## src/source/memSubsystem_config.svh

```systemverilog
`ifndef MEM_SUBSYSTEM_CONFIG_SVH
`define MEM_SUBSYSTEM_CONFIG_SVH

// byte address into main memory
`define ADDR_WIDTH 17

// one byte per location, 128 KiB
`define RAM_DEPTH 131072

// first fetch address after reset
`define RESET_PC 17'h00000

// instruction and data word
`define WORD_WIDTH 32

`endif

```

## src/source/fetchUnit.sv

```systemverilog
`default_nettype none
`include "memSubsystem_config.svh"

module fetchUnit (
    input  wire                    clk,
    input  wire                    rst,
    input  wire                    rdy,
    input  wire                    fetchEn,
    input  wire                    redirect,
    input  wire [`ADDR_WIDTH-1:0] redirectPc,

    // to the byte sequencer
    output logic                   fetchReq,
    output logic [`ADDR_WIDTH-1:0] fetchAddr,
    input  wire                    fetchDone,
    input  wire [`WORD_WIDTH-1:0] fetchWord,

    // instruction stream
    output logic                   instValid,
    output logic [`WORD_WIDTH-1:0] inst,
    output logic [`ADDR_WIDTH-1:0] instPc
);

    localparam logic [`ADDR_WIDTH-1:0] pcStep = `ADDR_WIDTH'(4);

    logic [`ADDR_WIDTH-1:0] pc;
    logic stale;

    // a word fetched before a redirect never reaches the stream
    assign instValid = fetchDone && !stale && !redirect;
    assign inst = fetchWord;
    assign instPc = fetchAddr;

    always_ff @(posedge clk) begin
        if (rst) begin
            pc <= `RESET_PC;
            fetchReq <= 1'b0;
            stale <= 1'b0;
        end else if (rdy) begin
            if (redirect) begin
                pc <= redirectPc;
            end else if (instValid) begin
                pc <= fetchAddr + pcStep;
            end

            if (fetchReq) begin
                if (fetchDone) begin
                    fetchReq <= 1'b0;
                    stale <= 1'b0;
                end else if (redirect) begin
                    stale <= 1'b1;
                end
            end else if (fetchEn) begin
                fetchReq <= 1'b1;
                fetchAddr <= redirect ? redirectPc : pc;
            end
        end
    end

endmodule

`default_nettype wire

```

## config.mk

```make
export PLATFORM = sky130hd
export DESIGN_NAME = fetchUnit
export DESIGN_NICKNAME = d
export VERILOG_FILES = /design/src/source/fetchUnit.sv
export VERILOG_INCLUDE_DIRS = /design/src /design/src/source
export SDC_FILE = /design/constraint.sdc
export NUM_CORES = 1
export LEC_CHECK = 0
export BUFFER_PORTS_ARGS = -buffer_cell sky130_fd_sc_hd__buf_2
export CAP_MARGIN = 0
export CORE_MARGIN = 2
export CORE_UTILIZATION = 25
export DETAILED_ROUTE_END_ITERATION = 10
export SLEW_MARGIN = 20
export SYNTH_ARGS = -nofsm -noshare
export SYNTH_HDL_FRONTEND = slang
export SYNTH_SLANG_ARGS = --single-unit
```

## constraint.sdc

```tcl
create_clock -name clk -period 2.51 [get_ports clk]
set_input_delay 0.3765 -clock clk [delete_from_list [all_inputs] [get_ports clk]]
set_output_delay 0.3765 -clock clk [all_outputs]
set_load 0.01 [all_outputs]
```

Word level (Yosys, flattened, before mapping)
Cells that the tools add are included.

word-level totals
  input bits = 55
  logic and storage cells = 24
  output and inout port bits = 68
  flip-flop bits (word level) = 36

operators by class
  add/subtract/negate cells = 1
  reductions and logical operators = 9
  bitwise gates (word level) = 2
  muxes and demuxes = 8

operator list
  kind                                           number
  two-way mux 17 bit                             3
  adder 17 x 3 -> 17 bit, second input constant  1
  two-way mux 1 bit                              5
  AND reduction 4 bit                            1
  nonzero test 2 bit                             2
  AND reduction 3 bit                            1
  logical AND 1 bit                              2
  zero test 1 bit                                2
  NOT 1 bit                                      2
  AND reduction 2 bit                            1

Longest topological paths before layout
  depth after elaboration = 5
  mapped depth = 6
  gate-level depth less buffers = 6

Worst setup path before layout
No wires, ideal clock.

  kind = input-to-reg
  start point = input port rst
  end point = register fetchAddr[0], enable pin
  cell stages on the path = 2
  arrival = 1.832 ns
  slack = 0.266 ns
  setup time = 0.412 ns
  data required time = 2.098 ns
  cells stage by stage = clkbuf_1 > nor3_1

between the ends
  cells in the longest elaborated chain, start to end = 2

ends and longest elaborated chain
  item                                  RTL line         RTL
  start, declared                       fetchUnit.sv:6   input wire rst,
  NOT 1 bit (no source line)            --
  AND reduction 4 bit (no source line)  --
  end signal, assigned                  fetchUnit.sv:55  fetchAddr <= redirect ? redirectPc : pc;
  end, declared                         fetchUnit.sv:14  output logic [`ADDR_WIDTH-1:0] fetchAddr,

Every way passes these cells.
A chain may end at the register's enable or synchronous reset.

Worst setup path in the final report
  start point = register fetchAddr[2]
  end point = register pc[14]

between the ends
  cells in the longest elaborated chain, start to end = 3

ends and longest elaborated chain
  item                    RTL line         RTL
  adder 17 x 3 -> 17 bit  fetchUnit.sv:43  pc <= fetchAddr + pcStep;
  two-way mux 17 bit      fetchUnit.sv:42  end else if (instValid) begin
  two-way mux 17 bit      fetchUnit.sv:40  if (redirect) begin
  end signal, assigned    fetchUnit.sv:36  pc <= `RESET_PC;
  end signal, assigned    fetchUnit.sv:41  pc <= redirectPc;
  end signal, assigned    fetchUnit.sv:43
  end, declared           fetchUnit.sv:26  logic [`ADDR_WIDTH-1:0] pc;

Every way passes these cells. The select of a mux whose other input is x is not followed.

==> results.cfg <==
[run_status]
status = finished clean

[worst_setup_path]
startpoint_type = register
cpPeakStageDelay_ps = 450
critPathSlowestCell = edfxtp_1
reg2reg_depth = 6
worstReg2RegStart = fetchAddr[2]$_DFFE_PP_
crit_path_cell_trace = ha_1 > nand2_1 > nor3_4 > nand2_2 > xor2_1 > a311oi_1
critPathRequiredTime_ps = 2710
r2r-end = pc[14]$_SDFFE_PP0P_
path_max_fanout = 5
crit_type = register to register
crit_path_end_kind = register
cp_data_arrival_time_ps = 1850
r2r_setup_slack_ps = 860

[placed_design]
place.gp.congestion = 0.728
place_hpwl_mm = 3.57
port_buffers = 58
place_ws_ps = 632

[timing]
fin_ws_ps = 861
setup_tns_ps = 0
max_freq_ghz = 0.606
worstMarginPinSlew_ps = 743
hold_violations = 0
post-route-period-util = 0.657
setup_viol = 0
rsz0062_at_grt = false
drv_slew = 0
fin_skew_ps = 3.96
relSlewSlack = 0.501
fin_crit_ps = 1650
fin_hold_ws_ps = 388

[logic_synthesis]
yosys.cell_types.count = 38
ys_ff_latch = 36
yosysSeqAreaShare = 0.412
synth_fa_ha_area_frac = 0.00578
syn_area_per_cell_um2 = 9.45
yosys.area_share.simple = 0.128
yosysWarnings = 0
muxShareOfSynthArea = 0.0758
synthCells = 229
synth_top_family_by_area = buffers and inverters
synth_nets = 285
ys_async_sr_fraction = 0
synth_edf_count = 17
synth_xor_area_frac = 0.0486
synth_compound_area_frac = 0.117
synth_top_flop_cell = dfxtp_1
netlist_area_um2 = 2160

[clock_tree]
clock_latency_ps = 290
clock-root-buffer = clkbuf_8
cts_sinks = 36
clk_pin_slew_worst_paths_ps = 70
cts_tree = yes
cts_hold_buf = 0
cts_buffer_depth = 2
postCtsResizedCells = 0
numCtsBuffers = 5
htreeDepth = 2
cts_setup_buffers = 0

[drt]
route.detailed.drc = 0
dr.pass1.iters = 4
wl_mm = 4.71
drt_iter0_markers = 49
routedWlPerCell_um = 13.6
ant_nets = 0
dr_total_vias = 1549
vias_per_cell = 4.49

[global_routing]
grt_use_total = 0.0988
antenna_found_initial = 0
grt-ovfl-total = 0
grt_start_max_net_pins = 24
grt_pass1_wl_mm = 7.63
grt_pass1_vias = 1502

[worst_hold_path]
hold_depth = 3
min_delay_worst_endpoint = fetchAddr[5]$_DFFE_PP_
hp-class = input pin to register
hp-start = redirectPc[5]

[final_layout]
diodes = 0
final_nets = 295
nFillCells = 893
final_common_cell = buf_2
syn2layout_area_growth_pct = 6.42
drive_gt1_frac = 0.371
mostFrequentLayoutCells = buf_2 (58), nand2_1 (19), dfxtp_1 (19), edfxtp_1 (17), a21oi_1 (13)

[pwr]
p_leak_nw = 0.915
power_switching_share = 0.255
cellPowerDensity_nw_per_um2 = 549
switchingPower_mw = 0.323
power_frac_seq = 0.530
pwr-share-comb = 0.131
power_frac_clock = 0.339
p_int_mw = 0.941
power.total_mw = 1.26
ir_drop_mv = 0.154

[floorplan]
rows = 33
die_area_um2 = 9410
initial_core_util = 0.261
fp.dieH_um = 97.0
coreArea_um2 = 8300
fp.dieW_um = 97.0
pin_count = 123

[flow_run]
cap_violations = 0
per-layer routing:
| metal | vias up | GRT usage | wire length (um) |
|---|---|---|---|
| met3 | 7 | 0.0275 | 320 |
| met1 | 721 | 0.129 | 2130 |
| met4 | 0 | 0.0347 | 64 |
| met2 | 59 | 0.157 | 2190 |
| met5 | - | 0 | 0 |
| li1 | 762 | - | - |
state kept, by name, indices dropped and copies added (netlist names):
signal / flops
fetchReq: 1
pc: 17
fetchAddr: 17
stale: 1
worst max-delay path by stage:
stage | start | to | slack, ps | cells past startpoint
2_1_floorplan | rst | fetchAddr[0]$_DFFE_PP_ | 270 | 2
3_3_place_gp | fetchDone | pc[7]$_SDFFE_PP0P_ | 660 | 7
3_5_place_dp | fetchDone | pc[9]$_SDFFE_PP0P_ | 630 | 7
4_1_cts | fetchAddr[2]$_DFFE_PP_ | pc[14]$_SDFFE_PP0P_ | 850 | 6
5_1_grt | stale$_SDFFE_PP0P_ | pc[8]$_SDFFE_PP0P_ | 680 | 6
6_report | fetchAddr[2]$_DFFE_PP_ | pc[14]$_SDFFE_PP0P_ | 860 | 6
power groups by stage:
stage	Sequential, mW	Combinational (mW)	Clock [mW]
5_1_grt	0.676	0.185	0.466
2_1_floorplan	0.683	0.166	0
3_3_place_gp	0.683	0.165	0
4_1_cts	0.671	0.168	0.442
3_5_place_dp	0.684	0.167	0
6_report	0.670	0.165	0.429
per-stage QoR:
step                      cell area (um^2)  instances   util
after floorplan                       2160        229      -
after global placement                2210        337  0.266
after detailed placement              2210        337  0.266
after CTS                             2300        345  0.277
after global routing                  2300        345  0.277
final                                 2300        345  0.277
area by class of cell:
cell class	instances	area, um^2	share of cell area
repair buffers	63	328	0.142
clock inverters	2	10.0	0.00435
clock buffers	6	82.6	0.0359
flip-flops and latches	36	891	0.387
inverters	11	41.3	0.0179
multi-input cells	122	818	0.355
well taps	105	131	0.0571
kinds of logic after synthesis:
logic type,count (synthesis)
AOI/OAI and AO/OA,43
xor gates and xnor gates,12
adders and majority gates,1
buffers and inverters,71
DFF,36
muxes,15
and+or+nand+nor,51
Yosys cell counts (5+ instances only):
master	instances	area, um^2
nor2_1	9	33.8
xor2_1	9	78.8
o21ai_0	9	45.0
edfxtp_1	17	510
inv_1	10	37.5
dfxtp_1	19	380
buf_4	49	368
buf_2	7	35.0
o22ai_1	5	31.3
mux2_2	11	124
a21oi_1	13	65.1
o21ai_1	6	30.0
nand2_1	19	71.3
critical path: cells and delay by family, from the launching register on:
family | cells | cell delay [ps]
compound gates | 1 | 240
xor+xnor | 1 | 150
simple gates | 3 | 500
flops | 1 | 450
fa+ha+maj | 1 | 240
Power figures use the tool's default switching activity.
