File: src/source/memSubsystem_config.svh
`ifndef MEM_SUBSYSTEM_CONFIG_SVH
`define MEM_SUBSYSTEM_CONFIG_SVH

// byte address into main memory
`define ADDR_WIDTH 17

// one byte per location, 128 KiB
`define RAM_DEPTH 131072

// first fetch address after reset
`define RESET_PC 17'h00000

// instruction and data word
`define WORD_WIDTH 32

`endif

File: src/source/memPkg.sv
`default_nettype none

package memPkg;

    // RV32 load/store opcodes as seen by the data port
    typedef enum logic [2:0] {
        LB,
        LH,
        LW,
        LBU,
        LHU,
        SB,
        SH,
        SW
    } memOp;

    // transfer the byte sequencer is working on
    typedef enum logic [1:0] {
        IDLE,
        LOAD,
        STORE,
        FETCH
    } xferKind;

endpackage

`default_nettype wire

File: src/source/memCtrl.sv
`default_nettype none
`include "memSubsystem_config.svh"

module memCtrl (
    input  wire                    clk,
    input  wire                    rst,
    input  wire                    rdy,

    // instruction fetch client
    input  wire                    fetchReq,
    input  wire [`ADDR_WIDTH-1:0] fetchAddr,
    output logic                   fetchDone,
    output logic [`WORD_WIDTH-1:0] fetchWord,

    // data client
    input  wire                    dataReq,
    input  wire                    dataWrite,
    input  wire [2:0]              dataLen,
    input  wire [`ADDR_WIDTH-1:0] dataAddr,
    input  wire [`WORD_WIDTH-1:0] dataWdata,
    output logic                   dataDone,
    output logic [`WORD_WIDTH-1:0] dataRdata,

    // byte RAM port
    output logic [`ADDR_WIDTH-1:0] ramAddr,
    output logic                   ramWe,
    output logic [7:0]             ramDin,
    input  wire [7:0]              ramDout
);

    memPkg::xferKind kind;
    logic [2:0] cnt;

    logic [`WORD_WIDTH-1:0] asmWord;
    logic [`ADDR_WIDTH-1:0] lastAddr;

    logic selData;
    logic selFetch;
    logic isStore;
    logic [2:0] idx;
    logic [1:0] idxLane;
    logic [1:0] lane;
    logic [`ADDR_WIDTH-1:0] base;
    logic [`ADDR_WIDTH-1:0] curAddr;
    logic [`WORD_WIDTH-1:0] readWord;
    logic storeLast;
    logic loadLast;
    logic fetchLast;

    // client choice is made only at idle, data first
    assign selData = (kind == memPkg::IDLE) ? dataReq
                   : (kind == memPkg::LOAD || kind == memPkg::STORE);
    assign selFetch = (kind == memPkg::IDLE) ? (!dataReq && fetchReq)
                    : (kind == memPkg::FETCH);
    assign isStore = selData && dataWrite;

    // byte index of the access issued this cycle
    assign idx = (kind == memPkg::IDLE) ? 3'd0 : cnt;
    assign idxLane = idx[1:0];

    assign base = selData ? dataAddr : fetchAddr;
    assign curAddr = base + `ADDR_WIDTH'(idx);

    // the stretch of cycles where rdy is low re-reads the last byte,
    // so ramDout still carries it when the sequence resumes
    assign ramAddr = rdy ? curAddr : lastAddr;
    assign ramWe = rdy && isStore;
    assign ramDin = dataWdata[8*idxLane +: 8];

    // lane of the byte now on ramDout, one behind the address
    assign lane = cnt[1:0] - 2'd1;
    assign readWord = asmWord | ({{(`WORD_WIDTH-8){1'b0}}, ramDout} << (8 * lane));

    // store finishes with its last write, loads one cycle after their last address
    assign storeLast = isStore && ((idx + 3'd1) == dataLen);
    assign loadLast = (kind == memPkg::LOAD) && (cnt == dataLen);
    assign fetchLast = (kind == memPkg::FETCH) && (cnt == 3'd4);

    assign dataDone = rdy && (storeLast || loadLast);
    assign fetchDone = rdy && fetchLast;

    assign dataRdata = readWord;
    assign fetchWord = readWord;

    always_ff @(posedge clk) begin
        if (rst) begin
            kind <= memPkg::IDLE;
            cnt <= 3'd0;
        end else if (rdy) begin
            if (dataDone || fetchDone) begin
                kind <= memPkg::IDLE;
                cnt <= 3'd0;
            end else if (kind == memPkg::IDLE) begin
                if (selData) begin
                    kind <= dataWrite ? memPkg::STORE : memPkg::LOAD;
                    cnt <= 3'd1;
                end else if (selFetch) begin
                    kind <= memPkg::FETCH;
                    cnt <= 3'd1;
                end
            end else begin
                cnt <= cnt + 3'd1;
            end
        end
    end

    // assembly word and re-read address
    always_ff @(posedge clk) begin
        if (rdy) begin
            lastAddr <= curAddr;
            if (kind == memPkg::IDLE) begin
                asmWord <= '0;
            end else begin
                asmWord[8*lane +: 8] <= ramDout;
            end
        end
    end

endmodule

`default_nettype wire

File: config.mk
export PLATFORM = sky130hd
export DESIGN_NAME = memCtrl
export DESIGN_NICKNAME = d
export VERILOG_FILES = /design/src/source/memPkg.sv /design/src/source/memCtrl.sv
export VERILOG_INCLUDE_DIRS = /design/src /design/src/source
export SDC_FILE = /design/constraint.sdc
export NUM_CORES = 1
export LEC_CHECK = 0
export ABC_AREA = 1
export BUFFER_PORTS_ARGS = -buffer_cell sky130_fd_sc_hd__buf_2
export CAP_MARGIN = 20
export CORE_ASPECT_RATIO = 1.25
export CORE_MARGIN = 2
export CORE_UTILIZATION = 37
export DETAILED_ROUTE_END_ITERATION = 6
export PLACE_DENSITY_LB_ADDON = 0.05
export SKIP_LAST_GASP = 1
export SYNTH_ARGS = -nofsm -noshare
export SYNTH_HDL_FRONTEND = slang
export SYNTH_SLANG_ARGS = --single-unit
File: constraint.sdc
create_clock -name clk -period 3.31 [get_ports clk]
set_input_delay 0.4965 -clock clk [delete_from_list [all_inputs] [get_ports clk]]
set_output_delay 0.4965 -clock clk [all_outputs]
set_load 0.02 [all_outputs]
Word-level counts from Yosys, hierarchy flattened
Index checks and enable logic that the tools add are counted.
{"block": "word_totals", "output_inout_bits": 92, "regBits": 54, "wordCells": 53}
{"block": "op_classes", "muxes": 15, "n_eq_ne": 7, "reduce_logical": 17, "n_bitwise": 1, "n_addsub": 5, "shift": 4}
{"operator": "$mux W17", "count": 2}
{"operator": "$neg A5 Y34", "count": 1}
{"operator": "$shift A8 B34 Y32 const A", "count": 1}
{"operator": "$shiftx A8 B34 Y32", "count": 1}
{"operator": "$bwmux W32", "count": 1}
{"operator": "$or A32 B32 Y32", "count": 1}
{"operator": "$shiftx A32 B6 Y8", "count": 1}
{"operator": "$shl A8 B5 Y32", "count": 1}
{"operator": "$add A17 B3 Y17", "count": 1}
{"operator": "$mux W3", "count": 5}
{"operator": "$mux W2", "count": 5}
{"operator": "$logic_and A1 B1 Y1", "count": 8}
{"operator": "$add A3 B1 Y3 const B", "count": 2}
{"operator": "$eq A3 B3 Y1", "count": 2}
{"operator": "$eq A2 B2 Y1 const B", "count": 2}
{"operator": "$ne A4 B3 Y1 const B", "count": 1}
{"operator": "$eq A3 B3 Y1 const B", "count": 1}
{"operator": "$logic_or A1 B1 Y1", "count": 3}
{"operator": "$reduce_and A3 Y1", "count": 1}
{"operator": "$reduce_bool A3 Y1", "count": 1}
{"operator": "$eq A2 B1 Y1 const B", "count": 1}
{"operator": "$logic_not A2 Y1", "count": 1}
{"operator": "$mux W1", "count": 2}
{"operator": "$reduce_and A2 Y1", "count": 1}
{"operator": "3 further kinds", "count": 3}

Logic depth before layout (Yosys ltp)
{"block": "logic_depth", "word_depth": 10, "ltp_mapped": 22}

Worst setup path before layout
No wires, ideal clock.
{"block": "synth_path", "path_type": "reg-to-output", "from": "register kind[0]", "to": "output ramAddr[8]", "slack_ns": -0.163, "path_buffers": 2, "required_time_ns": 2.813, "path_stages_with_launch": 19, "arrival_time_ns": 2.977, "path_cell_list": "dfxtp_1 inv_1 ha_1 inv_1 nand2_4 nand2_2 buf_6 buf_6 o21ai_0 inv_1 fa_1 or2_2 nand2_1 nand2_2 nor2_4 nand2_2 inv_2 nand2_1 a31oi_1"}
{"block": "synth_via", "elab_chain_len": 6, "word_cells_on_any_way": 9, "cone_classes": "add/sub (1); eq/ne (2); mux (4); reduce/logical (2)"}
{"item": "from (decl)", "line_no": "memCtrl.sv:31", "text": "memPkg::xferKind kind;"}
{"item": "from (signal assigned)", "line_no": "memCtrl.sv:87", "text": "kind <= memPkg::IDLE;"}
{"item": "from (signal assigned)", "line_no": "memCtrl.sv:91", "text": "kind <= memPkg::IDLE;"}
{"item": "from (signal assigned)", "line_no": "memCtrl.sv:95", "text": "kind <= dataWrite ? memPkg::STORE : memPkg::LOAD;"}
{"item": "$eq A2 B1 Y1 or $eq A2 B2 Y1 (tied branches)", "line_no": "memCtrl.sv:52", "text": ": (kind == memPkg::LOAD || kind == memPkg::STORE);"}
{"item": "$logic_or A1 B1 Y1", "line_no": "memCtrl.sv:52"}
{"item": "$mux W1", "line_no": "memCtrl.sv:51", "text": "assign selData = (kind == memPkg::IDLE) ? dataReq"}
{"item": "$mux W17", "line_no": "memCtrl.sv:61", "text": "assign base = selData ? dataAddr : fetchAddr;"}
{"item": "$add A17 B3 Y17 *", "line_no": "memCtrl.sv:62", "text": "assign curAddr = base + `ADDR_WIDTH'(idx);"}
{"item": "$mux W17 *"}
{"item": "to (decl)", "line_no": "memCtrl.sv:25", "text": "output logic [`ADDR_WIDTH-1:0] ramAddr,"}
Mark *: on every way between the ends. The rest lies on a longest branch, timed or not.

Worst setup path in the final report
{"block": "layout_path", "from": "register kind[1]", "to": "output ramAddr[16]"}
Same word-level chain as after synthesis.

==> impl_metrics.ini <==
[outcome]
outcome = finished, final reports clean

[placed_design]
portBuffers = 174
place.detailed.instances = 879
hpwl_mm = 9.13
gp_congestion = 0.854
detailed_place.area_um2 = 5080
post-place-ws_ps = -53.3

[clock_tree]
clockRootBuffer = sky130_fd_sc_hd__clkbuf_16
clk_latency_ps = 300
maximum_root_to_sink_buffer_count = 2
cts_tree = yes
clkSinkCount = 54
postCtsHoldBufs = 0
htree_levels = 2
worst_setup_hold_path_clk_slew_ps = 70
cts_buffers = 5

[run]
number_of_maximum_capacitance_violations = 0

[global_routing]
global_route_wire_length_before_repair_mm = 19.6
globalRouteTotalUtil_pct = 19.6
grt_remaining_overflow = 0
maximum_number_of_pins_on_one_net_before_global_route_repair = 36
antenna_violations_before_repair = 0
first_global_vias = 4119

[power_and_ir_drop]
powerDensity_nw_per_um2 = 838
static-leakage-power_nw = 2.78
power_mw = 4.58
power.ir.vdd_worst_uv = 550

[setup_path]
critPathKind = register to primary output
required_time_worst_endpoint_ps = 2810
regToRegEndpoint = lastAddr[8]
worst-r2r-setup-slack_ps = 850
worst_r2r_startpoint = kind[1]
cp.arrival_ps = 2790
crit_end_category = primary output
timing.reg2reg.worst_path_depth = 17
worstSetupStartpointType = register
timing.critical_path.fanout_max = 5

[cells_and_area]
finish.instance_area_um2 = 5460
finish.net_count = 855
total_area_of_multi_input_combinational_cells_um2 = 2300
layout.cells.most_common_list = sky130_fd_sc_hd__buf_2 (167), sky130_fd_sc_hd__nand2_1 (120), sky130_fd_sc_hd__nor2_1 (83), sky130_fd_sc_hd__inv_1 (55)
n_fill_cell = 1183
layoutNonFillerInstCount = 895
flow.area_growth_from_synthesis_pct = 29.9
final_common_cell = sky130_fd_sc_hd__buf_2
finalCoreUtilization_pct = 49.3
number_of_inserted_diodes = 0
drive_above_1_share_pct = 39.2
register_area_um2 = 1400

[synthesis]
ys_types = 35
synth_cells = 602
mappedNetlistArea_um2 = 4200
main_combinational_cell_family_by_area_after_synthesis = simple AND/OR/NAND/NOR gates
yosys.area_share.xor_xnor_pct = 1.46
synth_warnings = 0
synthesis.area_per_instance_um2 = 6.98
synth_area_in_adders_pct = 4.05
postSynth.topFlopCell = sky130_fd_sc_hd__edfxtp_1
synth_compound_gate_area_share_pct = 13.8
synth_mux_area_share_pct = 0
synth.net_count = 698
synth.yosys.seq_area_share_pct = 33.4
synth_simple_gate_area_share_pct = 32.7
synth.ff_latch_count = 54
number_of_enable_flip_flop_cells_after_synthesis = 32
fraction_of_registers_with_async_set_reset_pct = 0

[die]
dieHeight_um = 123
floorplan.io_pins = 175
start_util_pct = 37.9
core_um2 = 11100
placement_rows = 43
die_w_um = 99.3
fp.dieArea_um2 = 12200

[timing]
max_slew_margin_pct = 57.0
setup_viol_count_final = 0
min_period_over_period_pct = 99.3
timing.final.ws_setup_ps = 22.1
final.min_clock_period_ps = 3290
max_freq_mhz = 304
hold_violations = 0
rsz0062_at_grt = yes
report.final.slew_viol_count = 0
worst_slew_pin_slew_ps = 645
fin_skew_ps = 9.38

[min_path]
hold_depth = 2
holdPathEnd = lastAddr[11]
hold_path_class = register to register
hold_path_startpoint = lastAddr[11]

[route]
drt-pass1-iter-count = 4
routed_wire_length_per_instance_um = 13.6
route.antenna.remaining_nets = 0
remaining_drc_errors = 0
dr_total_vias = 4423
detail_route.wirelength_mm = 12.2
drt_first_iter_violations = 226
route.detailed.vias_per_inst = 4.94
## per-stage QoR
step	hold WS (ps)	TNS, ps
finish	449	0
global route	461	-510
detailed placement	435	-91.4
CTS	455	0
floorplan	477	0
global placement	431	0
## worst max-delay path: stages (launching register included)
cell	delay (ps)
sky130_fd_sc_hd__dfxtp_2	340
sky130_fd_sc_hd__inv_2	50
sky130_fd_sc_hd__ha_4	230
sky130_fd_sc_hd__inv_2	60
sky130_fd_sc_hd__nand2_4	50
sky130_fd_sc_hd__nand2_4	90
sky130_fd_sc_hd__nand2_1	80
sky130_fd_sc_hd__nand2_2	80
sky130_fd_sc_hd__nand2_2	70
sky130_fd_sc_hd__fa_2	340
sky130_fd_sc_hd__or2_4	280
sky130_fd_sc_hd__nand2_4	80
sky130_fd_sc_hd__nand2_4	50
sky130_fd_sc_hd__nor2_4	130
sky130_fd_sc_hd__nand2_4	90
sky130_fd_sc_hd__inv_4	70
sky130_fd_sc_hd__nand2_1	40
sky130_fd_sc_hd__nand2_1	60
sky130_fd_sc_hd__nand2_1	50
sky130_fd_sc_hd__nand2_1	70
sky130_fd_sc_hd__nand2_2	60
sky130_fd_sc_hd__buf_6	130
## worst max-delay path by stage
stage | start | to | depth (start not counted)
after floorplan | kind[0] | ramAddr[10] | 19
after global placement | kind[1] | ramAddr[16] | 20
after detailed placement | kind[1] | ramAddr[16] | 20
after CTS | kind[1] | ramAddr[16] | 23
after global routing | kind[1] | ramAddr[16] | 21
final | kind[1] | ramAddr[16] | 21
## logic make-up (layout without fill, tap and decap cells)
family	after synthesis	after routing
AO/OA/AOI/OAI	94	94
XOR/XNOR	7	7
adder cells (fa/ha/maj)	13	13
buffers and inverters	125	283
flip-flops	54	54
AND/OR/NAND/NOR	309	309
## routing by layer
layer / up-vias / GRT usage, % / wire [um]
met4: 0 / 5.14 / 130
li1: 2249 / - / -
met1: 2021 / 24.0 / 5190
met3: 9 / 2.43 / 575
met5: - / 0 / 0
met2: 144 / 36.2 / 6320
## sequential cells by signal, indices dropped and copies added, names as in the netlist
name and count:
cnt 3, lastAddr 17, kind 2, asmWord 32
## power breakdown
part / switching (mW) / internal [mW]
Clock: 0.269 / 0.362
Sequential: 0.0660 / 0.926
Combinational: 1.89 / 1.06
## synth_stat cells (8+ instances only)
master / instances / area, um2
sky130_fd_sc_hd__a21oi_1: 26 / 130
sky130_fd_sc_hd__a22oi_1: 20 / 150
sky130_fd_sc_hd__a31o_2: 8 / 70.1
sky130_fd_sc_hd__buf_4: 32 / 240
sky130_fd_sc_hd__clkbuf_1: 11 / 41.3
sky130_fd_sc_hd__dfxtp_1: 22 / 440
sky130_fd_sc_hd__edfxtp_1: 32 / 961
sky130_fd_sc_hd__ha_1: 12 / 150
sky130_fd_sc_hd__inv_1: 59 / 221
sky130_fd_sc_hd__nand2_1: 131 / 492
sky130_fd_sc_hd__nand2_2: 11 / 68.8
sky130_fd_sc_hd__nand3_1: 31 / 155
sky130_fd_sc_hd__nand4_1: 11 / 68.8
sky130_fd_sc_hd__nor2_1: 83 / 312
sky130_fd_sc_hd__nor3_1: 8 / 40.0
sky130_fd_sc_hd__o21ai_0: 17 / 85.1
sky130_fd_sc_hd__o21ai_1: 8 / 40.0
sky130_fd_sc_hd__o22ai_1: 8 / 50.1
sky130_fd_sc_hd__or2_2: 26 / 163
## layout make-up
type,instances,share of cell area [%]
Clock buffer,5,2.29
Inverter,70,4.86
Clock inverter,3,0.871
Multi-Input combinational cell,423,42.2
Tap cell,135,3.09
Timing Repair Buffer,205,20.9
Sequential cell,54,25.7
## timing repair
item / in CTS / in global routing
gates resized for setup: 21 / 21
setup buffers: 4 / 4
pin swaps: 11 / 9
setup endpoints to repair: 11 / 10
Note: power is estimated with default switching activity, not from simulation.
