`src/source/memSubsystem_config.svh`:
```
`ifndef MEM_SUBSYSTEM_CONFIG_SVH
`define MEM_SUBSYSTEM_CONFIG_SVH

// byte address into main memory
`define ADDR_WIDTH 17

// one byte per location, 128 KiB
`define RAM_DEPTH 131072

// first fetch address after reset
`define RESET_PC 17'h00000

// instruction and data word
`define WORD_WIDTH 32

`endif

```
`src/source/memPkg.sv`:
```
`default_nettype none

package memPkg;

    // RV32 load/store opcodes as seen by the data port
    typedef enum logic [2:0] {
        LB,
        LH,
        LW,
        LBU,
        LHU,
        SB,
        SH,
        SW
    } memOp;

    // transfer the byte sequencer is working on
    typedef enum logic [1:0] {
        IDLE,
        LOAD,
        STORE,
        FETCH
    } xferKind;

endpackage

`default_nettype wire

```
`src/source/dataPort.sv`:
```
`default_nettype none
`include "memSubsystem_config.svh"

module dataPort (
    input  wire                    clk,
    input  wire                    rst,
    input  wire                    rdy,

    // load/store request from the core
    input  wire                    reqValid,
    input  var memPkg::memOp       op,
    input  wire [`ADDR_WIDTH-1:0] addr,
    input  wire [`WORD_WIDTH-1:0] storeData,
    output logic                   dataBusy,
    output logic                   loadDone,
    output logic [`WORD_WIDTH-1:0] loadData,

    // to the byte sequencer
    output logic                   dataReq,
    output logic                   dataWrite,
    output logic [2:0]             dataLen,
    output logic [`ADDR_WIDTH-1:0] dataAddr,
    output logic [`WORD_WIDTH-1:0] dataWdata,
    input  wire                    dataDone,
    input  wire [`WORD_WIDTH-1:0] dataRdata
);

    memPkg::memOp opReg;

    assign dataBusy = dataReq;
    assign loadDone = dataDone;

    // write flag and byte count from the latched opcode
    always_comb begin
        case (opReg)
            memPkg::SB: begin
                dataWrite = 1'b1;
                dataLen = 3'd1;
            end
            memPkg::SH: begin
                dataWrite = 1'b1;
                dataLen = 3'd2;
            end
            memPkg::SW: begin
                dataWrite = 1'b1;
                dataLen = 3'd4;
            end
            memPkg::LH, memPkg::LHU: begin
                dataWrite = 1'b0;
                dataLen = 3'd2;
            end
            memPkg::LW: begin
                dataWrite = 1'b0;
                dataLen = 3'd4;
            end
            default: begin
                dataWrite = 1'b0;
                dataLen = 3'd1;
            end
        endcase
    end

    // raw bytes arrive zero-extended
    always_comb begin
        case (opReg)
            memPkg::LB:  loadData = {{24{dataRdata[7]}}, dataRdata[7:0]};
            memPkg::LH:  loadData = {{16{dataRdata[15]}}, dataRdata[15:0]};
            memPkg::LW, memPkg::LBU, memPkg::LHU: loadData = dataRdata;
            default:     loadData = '0;
        endcase
    end

    always_ff @(posedge clk) begin
        if (rst) begin
            dataReq <= 1'b0;
        end else if (rdy) begin
            if (reqValid) begin
                dataReq <= 1'b1;
            end else if (dataDone) begin
                dataReq <= 1'b0;
            end
        end
    end

    // operands stay put until the sequencer is done
    always_ff @(posedge clk) begin
        if (rdy && reqValid) begin
            opReg <= op;
            dataAddr <= addr;
            dataWdata <= storeData;
        end
    end

endmodule

`default_nettype wire

```
`config.mk`:
```
export PLATFORM = sky130hd
export DESIGN_NAME = dataPort
export DESIGN_NICKNAME = d
export VERILOG_FILES = /design/src/source/memPkg.sv /design/src/source/dataPort.sv
export VERILOG_INCLUDE_DIRS = /design/src /design/src/source
export SDC_FILE = /design/constraint.sdc
export NUM_CORES = 1
export LEC_CHECK = 0
export BUFFER_PORTS_ARGS = -buffer_cell sky130_fd_sc_hd__buf_2
export CAP_MARGIN = 20
export CORE_MARGIN = 2
export CORE_UTILIZATION = 29
export DETAILED_ROUTE_END_ITERATION = 16
export GPL_TIMING_DRIVEN = 0
export PLACE_DENSITY = 0.67
export SLEW_MARGIN = 0
export SYNTH_ARGS = -nofsm -noshare
export SYNTH_HDL_FRONTEND = slang
export SYNTH_SLANG_ARGS = --single-unit
```
`constraint.sdc`:
```
create_clock -name clk -period 2.6 [get_ports clk]
set_input_delay 0.65 -clock clk [delete_from_list [all_inputs] [get_ports clk]]
set_output_delay 0.65 -clock clk [all_outputs]
set_load 0.005 [all_outputs]
```
Word-level counts from Yosys, hierarchy flattened. Cells that the tools add are included.

Equal/unequal tests: 7. Multiplexer cells: 5. Reductions and logical operators: 8.

Operators by type and width (number): 32-bit case mux with 3 select lines (1); 3-bit equality test (second input constant) (4); 3-bit OR reduction (3); 3-bit by 2-bit equality test with 1-bit output (second input constant) (2); 3-bit case mux with 2 select lines (1); 3-bit by 1-bit equality test with 1-bit output (second input constant) (1); 3-bit logical NOT (1); 1-bit two-way mux (3); 2-bit AND reduction (1); 2-bit nonzero test (1); 2-bit OR reduction (1); 1-bit logical AND (1).

Flip-flop bits (word level): 53. Input port bits: 89. Logic and storage cells: 24.

Logic depth before layout (Yosys ltp). Gate-level depths: netlist of the first run.

Word-level depth: 3. Mapped depth: 6.

Worst setup path after synthesis of the first run. Ideal clock, no wire load.

Kind: input port to flip-flop. From: input port reqValid. To: register dataAddr[0] (enable). Setup time: 0.416 ns. Arrival: 1.905 ns. Data required time: 2.184 ns. Path slack: 0.279 ns. Stages: 1. Path through: and2_1.

Cells in the longest elaborated chain, start to end: 1.

RTL lines: start: declaration (line dataPort.sv:10) `input wire reqValid,`; 1-bit logical AND (line dataPort.sv:87) `if (rdy && reqValid) begin`; end signal: assignment (line dataPort.sv:89) `dataAddr <= addr;`; end: declaration (line dataPort.sv:22) `` output logic [`ADDR_WIDTH-1:0] dataAddr, ``.

No other way between the ends. A chain may end at the register's enable or synchronous reset.

Final worst setup path of the first run.
From: register opReg[0]. To: output port loadData[23].

Cells in the longest elaborated chain, start to end: 3. Elaborated cells between the ends (all ways): 7. Those cells by class: eq/ne: 4; mux: 1; reduce/logical: 2.

RTL lines: start: declaration (line dataPort.sv:28) `memPkg::memOp opReg;`; start signal: assignment (line dataPort.sv:88) `opReg <= op;`; 3-bit by 2-bit equality test with 1-bit output or 3-bit equality test (tied branches) (line dataPort.sv:65) `case (opReg)`; 3-bit OR reduction (line dataPort.sv:65); 32-bit case mux with 3 select lines * (line dataPort.sv:65); end: declaration (line dataPort.sv:16) `` output logic [`WORD_WIDTH-1:0] loadData, ``.

Mark *: on every way between the ends. The rest lies on a longest branch, timed or not.

==> summary.md, run 1 <==
| Metric | Value |
|---|---|
| Largest net degree at the start of global routing | 39 |
| Final-report hold violation count | 0 |
| Synth unique cells | 27 |
| Vias in the first global route | 1909 |
| DP HPWL | 4.72 mm |
| DR pass1 iterations | 4 |
| Post-Syn Instances | 164 |
| Synthesized net count | 253 |
| Crit path arrival time | 1750 ps |
| Iter 0 DRT Violations | 49 |
| Die Ht | 92.3 um |
| CTS tree | built |
| Synth warnings | 0 |
| Clock Path Buffers | 2 |
| Site Rows | 32 |
| WL/cell | 12.8 um |
| Cell area power density | 529 mW/mm^2 |
| Total grt overflow | 0 |
| Status | completed |
| Hold Path Stages | 2 |
| Worst r2r path cells | 2 |
| Lkg Pwr | 0.00159 uW |
| Critical Path Start | opReg[0] |
| DRT antenna net count | 0 |
| Ports | 177 |
| Period utilization | 92.5% |
| CTS Sinks | 53 |
| Clk root buf | clkbuf_8 |
| Cells after DPL | 443 |
| Die area | 0.00853 mm^2 |
| Initial Util | 29.6% |
| Fmax | 416 MHz |
| CORE AREA | 0.00765 mm^2 |
| Max-cap violations | 0 |
| Util after Layout | 44.2% |
| CTS Hold Bufs | 0 |
| Cell Area, Synth | 0.00226 mm^2 |
| Clock-pin slew on the worst setup and hold paths | 90 ps |
| Worst skew pair latency | 290 ps |
| Post-Layout Cell Count | 452 |
| Reg2Reg Launch Point | dataBusy |
| Worst-Margin Slew | 464 ps |
| Post-CTS sizing | 0 |
| Total setup buffers inserted after CTS | 0 |
| RSZ-0062 raised after global routing | no |
| Tot GR Track Use | 13.2% |
| Critical Path End Type | primary output |
| Global-route wire length before repair | 8.94 mm |
| Period minus WS final | 2400 ps |
| Flop and latch count out of synthesis | 53 |
| Final setup fails | 0 |
| Fin. max-slew vios | 0 |
| Fraction of layout instances using a drive strength above 1 | 57.3% |
| Via count | 1933 |
| GP Congestion | 0.747 |
| Crit Path Category | flop to primary output |
| Post-Route WL | 5.80 mm |
| Relative slew slack | 68.9% |
| Crit path launch type | flop |
| Hold crit path type | input pin to flop |
| Average cell area after synthesis | 13.8 um^2 |
| VDD IR max | 0.374 mV |
| Worst path required time | 1950 ps |
| CP Max Fanout | 10 |
| Layout net count | 437 |
| Final Skew | 0 ps |
| Remaining DRCs | 0 |
| Syn-to-layout area delta | 49.4% |
| Die span in x | 92.3 um |
| CTS Buf Count | 5 |
| H-tree level count | 2 |
| Vias per cell | 4.28 |
| Hold_sp | rst |
| Total power | 1790 uW |
| Seq/Total Area, Yosys | 69.9% |
| Initial antenna violation count | 1 |
| Port Buffer Count | 176 |
| Hold Slack | 504 ps |
==> area by class of cell <==
class,count,area [um^2]
diodes,1,2.50
plain buffers,13,123
clock buffers,5,68.8
clock inverters,3,16.3
fillers,740,4270
inverters,17,63.8
multi-input cells,81,497
flip-flops and latches,53,1580
well taps,102,128
repair buffers,177,901
==> worst max-delay path: stages (launching register included) <==
cell	delay [ps]
edfxtp_1	390
buf_6	150
nand2b_2	240
clkbuf_1	240
o311ai_1	290
buf_2	170
==> cell usage in the layout (no fill, tap or decap), drive strengths merged <==
cell type / n
buf: 184
edfxtp: 52
nand2: 26
inv: 18
o311ai: 16
clkbuf: 11
a21oi: 9
and2: 9
o22ai: 8
mux2i: 2
or2b: 2
clkinv: 2
diode: 1
nand2b: 1
nor2b: 1
or3: 1
or2: 1
nor3b: 1
xor2: 1
and3: 1
o21ai: 1
nor2: 1
dfxtp: 1
==> where the power goes <==
part | internal, uW | leakage (uW) | total [uW] | switching [uW]
Sequential | 1000 | 0.000496 | 1020 | 15.1
Combinational | 173 | 0.00105 | 326 | 153
Clock | 187 | 0.0000436 | 446 | 259
==> synthesized netlist by cell type <==
master	n	area, um^2
edfxtp_1	52	1560
nand2_1	26	97.6
inv_1	17	63.8
o311ai_1	10	87.6
a21oi_1	9	45.0
and2_1	9	56.3
o22ai_1	8	50.1
o311ai_0	6	52.6
buf_6	3	33.8
clkbuf_8	3	41.3
buf_4	2	15.0
clkbuf_1	2	7.51
mux2i_1	2	20.0
or2b_2	2	17.5
and3_1	1	6.26
buf_2	1	5.00
buf_8	1	15.0
clkbuf_2	1	5.00
dfxtp_1	1	20.0
nand2b_2	1	8.76
nor2_1	1	3.75
nor2b_1	1	6.26
nor3b_2	1	12.5
o21ai_0	1	5.00
or2_1	1	6.26
or3_4	1	11.3
xor2_1	1	8.76
==> metrics by stage <==
stage          setup TNS (ps)  cell area (um^2)  setup slack [ps]
4_1_cts                     0              3380               168
5_1_grt                     0              3380              11.0
3_5_place_dp                0              3290               337
2_1_floorplan               0              2260               279
6_report                    0              3380               195
3_3_place_gp           -13840              3270              -267
==> per-layer routing <==
metal | global-route usage (%) | share of wire (%) | wire length (um)
met1 | 15.3 | 39 | 2240
met2 | 22.1 | 48 | 2790
met3 | 6.27 | 13 | 745
met4 | 3.36 | 0.41 | 24
met5 | 0 | 0 | 0
==> flip-flops by register name, indices dropped and copies added (netlist names) <==
name and count:
opReg 3, dataBusy 1, dataWdata 32, dataAddr 17
==> cells by family (layout without fill, tap and decap cells) <==
logic type / after synthesis / after routing / synth area share [%]
other cells: 0 / 1 / 0
mux: 2 / 2 / 0.885
flops: 53 / 53 / 69.9
buf+inv: 30 / 215 / 8.24
simple gates: 44 / 44 / 10.0
xor+xnor: 1 / 1 / 0.387
compound gates: 34 / 34 / 10.6
==> final timing paths <==
kind / end / slack (ps)
max: loadData[23] / 200
min: dataBusy / 500
max reg2reg: dataBusy / 2000
min reg2reg: dataBusy / 540
Note: power is estimated with default switching activity, not from simulation.
==> run 2, diff against run 1 <==
- CORE_UTILIZATION: 29 -> 39
- PLACE_DENSITY: 0.67 -> 0.84
- clock period: 2.6 -> 2.3 ns (I/O delays scaled with it)
==> run 2 against run 1 <==
Against the previous run: final area rose by 5.8%; the flow now finishes with violations (negative setup slack); sequential power rose by 13%; first-iteration DRC count increased by 4.1%; die area shrank 25%; highest routed layer unchanged; setup slack got worse by 230 ps; core utilization grew 20 points; clock power is 17% higher; non-clock buffer count increased by 7; count of clock-buffer cells in the layout stayed put; routed wire length rose by 6.5%.
==> summary.md, run 2 (synthesized netlist as in run 1, its figures left out) <==
| Metric | Value |
|---|---|
| Max-cap violations | 0 |
| Worst skew pair latency | 300 ps |
| Site Rows | 27 |
| Total power | 2100 uW |
| Global-route wire length before repair | 8.25 mm |
| Final-report hold violation count | 0 |
| CTS Buf Count | 5 |
| Clk root buf | clkbuf_8 |
| Crit path buf inv count | 2 |
| Vias per cell | 4.88 |
| Fraction of layout instances using a drive strength above 1 | 62.9% |
| Vias in the first global route | 1888 |
| Period utilization | 101% |
| H-tree level count | 2 |
| # diodes | 0 |
| Crit-path slowest cell | edfxtp_1 |
| RSZ-0062 raised after global routing | yes |
| DP HPWL | 4.50 mm |
| DR pass1 iterations | 4 |
| Worst path required time | 1730 ps |
| Worst r2r path cells | 2 |
| Crit path launch type | flop |
| Die span in x | 80.2 um |
| Via count | 2089 |
| Failing checks | negative setup slack |
| CORE AREA | 0.00554 mm^2 |
| Register-to-register setup slack | 1690 ps |
| Largest register by flop count | dataWdata |
| CP peak stage delay | 460 ps |
| VDD IR max | 0.487 mV |
| Max FFs per register | 32 |
| Total grt overflow | 0 |
| Max layer used | met4 |
| Die Ht | 80.2 um |
| Critical Path End Type | primary output |
| CTS Sinks | 53 |
| Wire length on met3 | 849 um |
| Ports | 177 |
| Post-Route WL | 6.18 mm |
| CP top delay family | flip-flops |
| Routed wl met2 | 3.31 mm |
| Initial Util | 40.9% |
| Crit path arrival time | 1760 ps |
| Period minus WS final | 2330 ps |
| Final setup fails | 2 |
| Worst setup margin | -31.6 ps |
| Iter 0 DRT Violations | 51 |
| Util after Layout | 64.5% |
| WL met1 | 1.92 mm |
| Most common cell after layout, fill and taps aside | buf_2 |
| Crit Path Category | flop to primary output |
| GP Congestion | 0.712 |
| Clock Path Buffers | 2 |
| End of the critical path | loadData[27] |
| Lkg Pwr | 0.00171 uW |
| CTS tree | built |
| Critical Path Start | opReg[0] |
| Fmax | 429 MHz |
| Fin. max-slew vios | 0 |
| Initial antenna violation count | 0 |
| Port Buffer Count | 176 |
| Layout net count | 444 |
| Remaining DRCs | 0 |
| Relative slew slack | 55.2% |
| Syn-to-layout area delta | 58.0% |
| CP cell instances | mux2i_1 > or3_4 > buf_6 > o311ai_2 > buf_2 |
| Most frequent cells in the layout | buf_2 (176), edfxtp_1 (52), nand2_1 (25) |
| Worst-Margin Slew | 672 ps |
| WL/cell | 14.4 um |
| Hold crit path type | input pin to flop |
| Die area | 0.00643 mm^2 |
| Clock-pin slew on the worst setup and hold paths | 90 ps |
| Largest net degree at the start of global routing | 30 |
| Cell area power density | 587 mW/mm^2 |
| Status | complete, but fails checks |
| Final Skew | 0 ps |
| DRT antenna net count | 0 |
| WP depth | 5 |
| Reg2Reg Launch Point | dataBusy |
| Crit Reg-Reg Endpoint | dataBusy |
| Biggest regs | dataWdata x32, dataAddr x17, opReg x3 |
| CP Max Fanout | 6 |
| Tot GR Track Use | 17.0% |
[run 2: changes by cell type in the layout (fill, tap and decap cells not counted), sizes merged]
cell	before	now
buf	184	191
clkinv	2	1
clkinvlp	0	1
diode	1	0
[run 2: report_power, final]
part / switching, uW / internal (uW)
clock: 305 / 216
sequential: 17.7 / 1130
combinational: 202 / 229
total: 525 / 1580
[run 2: how the worst min path moves through the flow]
stage	startpoint	end	slack, ps	cells after the start
6_report	rst	dataBusy	420	2
5_1_grt	rst	dataBusy	420	2
4_1_cts	rst	dataBusy	410	2
3_5_place_dp	dataBusy	dataBusy	520	2
3_3_place_gp	dataBusy	dataBusy	490	2
2_1_floorplan	dataBusy	dataBusy	500	2
[run 2: layer usage]
| metal | track usage (%) | up-vias |
|---|---|---|
| met5 | 0 | - |
| met4 | 5.59 | 0 |
| met3 | 8.65 | 10 |
| met2 | 32.5 | 138 |
| met1 | 15.2 | 957 |
| li1 | - | 984 |
[run 2: through the flow]
| step | TNS (ps) | area, um^2 | hold slack [ps] | instances | setup slack [ps] |
|---|---|---|---|---|---|
| finish | -32.8 | 3580 | 419 | 428 | -31.6 |
| global route | -964 | 3580 | 418 | 428 | -102 |
| global placement | -23260 | 3230 | 494 | 412 | -444 |
| CTS | 0 | 3380 | 405 | 423 | 1.42 |
| detailed placement | 0 | 3260 | 518 | 413 | 190 |
| floorplan | 0 | 2260 | 504 | 164 | 54.1 |
[run 2: repair_timing]
action,in CTS,in global routing
hold buffers,0,0
endpoints found under the setup margin,12,26
gates cloned,1,1
resized for setup,3,28
hold endpoints to repair,0,0
setup buffers,1,5
pin swaps,0,7
[run 2: layout make-up]
type                       instances  area [um^2]
inverter                          17         63.8
tap                               72         90.1
multi-input combinational         81          637
timing repair buffer             185          993
fill                             405         1960
clock buffer                       5         68.8
clock inverter                     3         21.3
sequential                        53         1580
buffer                            12          120
==> run 3, diff against run 2 <==
- CORE_UTILIZATION: 39 -> 40
- PLACE_DENSITY: 0.84 -> 0.86
- clock period: 2.3 -> 2.7 ns (I/O delays scaled with it)
==> run 3 against run 2 <==
Against the previous run: the run now ends clean; clock power down 12%; critical path type unchanged; via count down 4.0%; critical path depth did not move; routed wire length is 7.1% lower; non-clock buffer count is 7 lower; core utilization fell by 3.3 points; worst hold slack better by 110 ps; largest cell class unchanged.
==> summary.md, run 3 (synthesized netlist as in run 1, its figures left out) <==
| Metric | Value |
|---|---|
| Final-report hold violation count | 0 |
| Initial Util | 41.4% |
| Cells after DPL | 413 |
| Max-cap violations | 0 |
| Reg2Reg Launch Point | dataBusy |
| Relative slew slack | 59.0% |
| Share of power burned in registers | 55.9% |
| DP HPWL | 4.60 mm |
| CTS tree | built |
| Hold Slack | 527 ps |
| Site Rows | 27 |
| VDD IR max | 0.453 mV |
| DRT antenna net count | 0 |
| Global-route wire length before repair | 8.68 mm |
| Vias in the first global route | 1974 |
| Total setup buffers inserted after CTS | 0 |
| Die area | 0.00628 mm^2 |
| Status | completed |
| Critical Path End Type | primary output |
| CP cell instances | buf_6 > nand2b_2 > clkbuf_1 > o311ai_1 > buf_2 |
| Vias per cell | 4.76 |
| Via count | 2005 |
| Lkg Pwr | 0.00160 uW |
| Largest net degree at the start of global routing | 30 |
| Port Buffer Count | 176 |
| WP depth | 5 |
| Most frequent cells in the layout | buf_2 (177), edfxtp_1 (52), nand2_1 (26) |
| Iter 0 DRT Violations | 46 |
| Die span in x | 79.2 um |
| Worst skew pair latency | 300 ps |
| Worst path required time | 2030 ps |
| WL/cell | 13.6 um |
| Util after Layout | 61.2% |
| Fmax | 410 MHz |
| Post-Place Setup Slack | 411 ps |
| Crit-path slowest cell | edfxtp_1 |
| Worst-Margin Slew | 614 ps |
| CTS Sinks | 53 |
| RSZ-0062 raised after global routing | no |
| Clock power frac | 26.1% |
| Final setup TNS | 0 ps |
| Total grt overflow | 0 |
| Max FFs per register | 32 |
| Crit Path Category | flop to primary output |
| Worst hold endpoint | dataBusy |
| Period minus WS final | 2440 ps |
| P_int | 1340 uW |
| Clk root buf | clkbuf_8 |
| Worst setup margin | 259 ps |
| Post-CTS sizing | 0 |
| CP Max Fanout | 10 |
| Biggest regs | dataWdata x32, dataAddr x17, opReg x3 |
| Clock-pin slew on the worst setup and hold paths | 90 ps |
| Tot GR Track Use | 18.3% |
| Hold_sp | rst |
| Die Ht | 79.2 um |
| Crit path launch type | flop |
| Layout net count | 437 |
| CTS Hold Bufs | 0 |
| Remaining DRCs | 0 |
| Hold Path Stages | 2 |
| Initial antenna violation count | 0 |
| DR pass1 iterations | 4 |
| CTS Buf Count | 5 |
| GP Congestion | 0.718 |
| Sw frac | 23.5% |
| Final Skew | 0 ps |
| CP peak stage delay | 390 ps |
| Most common cell after layout, fill and taps aside | buf_2 |
| Crit path arrival time | 1770 ps |
| Crit Reg-Reg Endpoint | dataBusy |
| Ports | 177 |
| Combinational share of power | 18.0% |
| Cell area power density | 522 mW/mm^2 |
| Post-Route WL | 5.74 mm |
| CORE AREA | 0.00547 mm^2 |
| # diodes | 0 |
| Fin. max-slew vios | 0 |
| Crit path buf inv count | 3 |
| Clock Path Buffers | 2 |
| Worst r2r path cells | 2 |
| Period utilization | 90.4% |
| Fraction of layout instances using a drive strength above 1 | 57.9% |
| H-tree level count | 2 |
| Largest register by flop count | dataWdata |
| Register-to-register setup slack | 2070 ps |
| Final setup fails | 0 |
| Hold crit path type | input pin to flop |
| NetSw | 411 uW |
| CP top delay family | buffers and inverters |
| Post-Layout Cell Count | 421 |
| Syn-to-layout area delta | 48.1% |
[run 3: changes by cell type in the layout (fill, tap and decap cells not counted), moves of 3 or more]
cell,before,now
a21oi_1,6,9
buf_4,8,2
o311ai_1,2,10
o311ai_2,5,0
o311ai_4,4,0
[run 3: how the worst max path moves through the flow]
stage	from	end	slack, ps
6_report	opReg[0]	loadData[17]	260
5_1_grt	opReg[0]	loadData[17]	100
4_1_cts	opReg[1]	loadData[14]	240
3_5_place_dp	dataRdata[15]	loadData[17]	410
3_3_place_gp	rdy	dataAddr[16]	-100
2_1_floorplan	reqValid	dataAddr[0]	350
[run 3: layout make-up]
class | instances | area (um^2)
Inverter | 17 | 63.8
Clock inverter | 2 | 13.8
Multi-Input combinational cell | 81 | 497
Fill cell | 456 | 2120
Timing Repair Buffer | 177 | 901
Clock buffer | 6 | 82.6
Buffer | 13 | 123
Sequential cell | 53 | 1580
Tap cell | 72 | 90.1
[run 3: metal layers]
metal  part of all wire, %  global-route usage (%)
met1                    32                    16.6
met2                    52                    34.5
met3                    14                    8.98
met4                   1.4                    6.90
met5                     0                       0
[run 3: power groups by stage]
stage                     combinational, uW  clock [uW]  sequential (uW)
after detailed placement                318           0              996
after global placement                  303           0              997
after CTS                               319         476              978
final                                   315         457              977
after global routing                    350         502              984
after floorplan                         121           0             1010
[run 3: stage by stage]
stage	instance area, um^2	power, uW
after CTS	3350	1770
after detailed placement	3260	1310
final	3350	1750
after global routing	3350	1840
after global placement	3230	1300
after floorplan	2260	1130
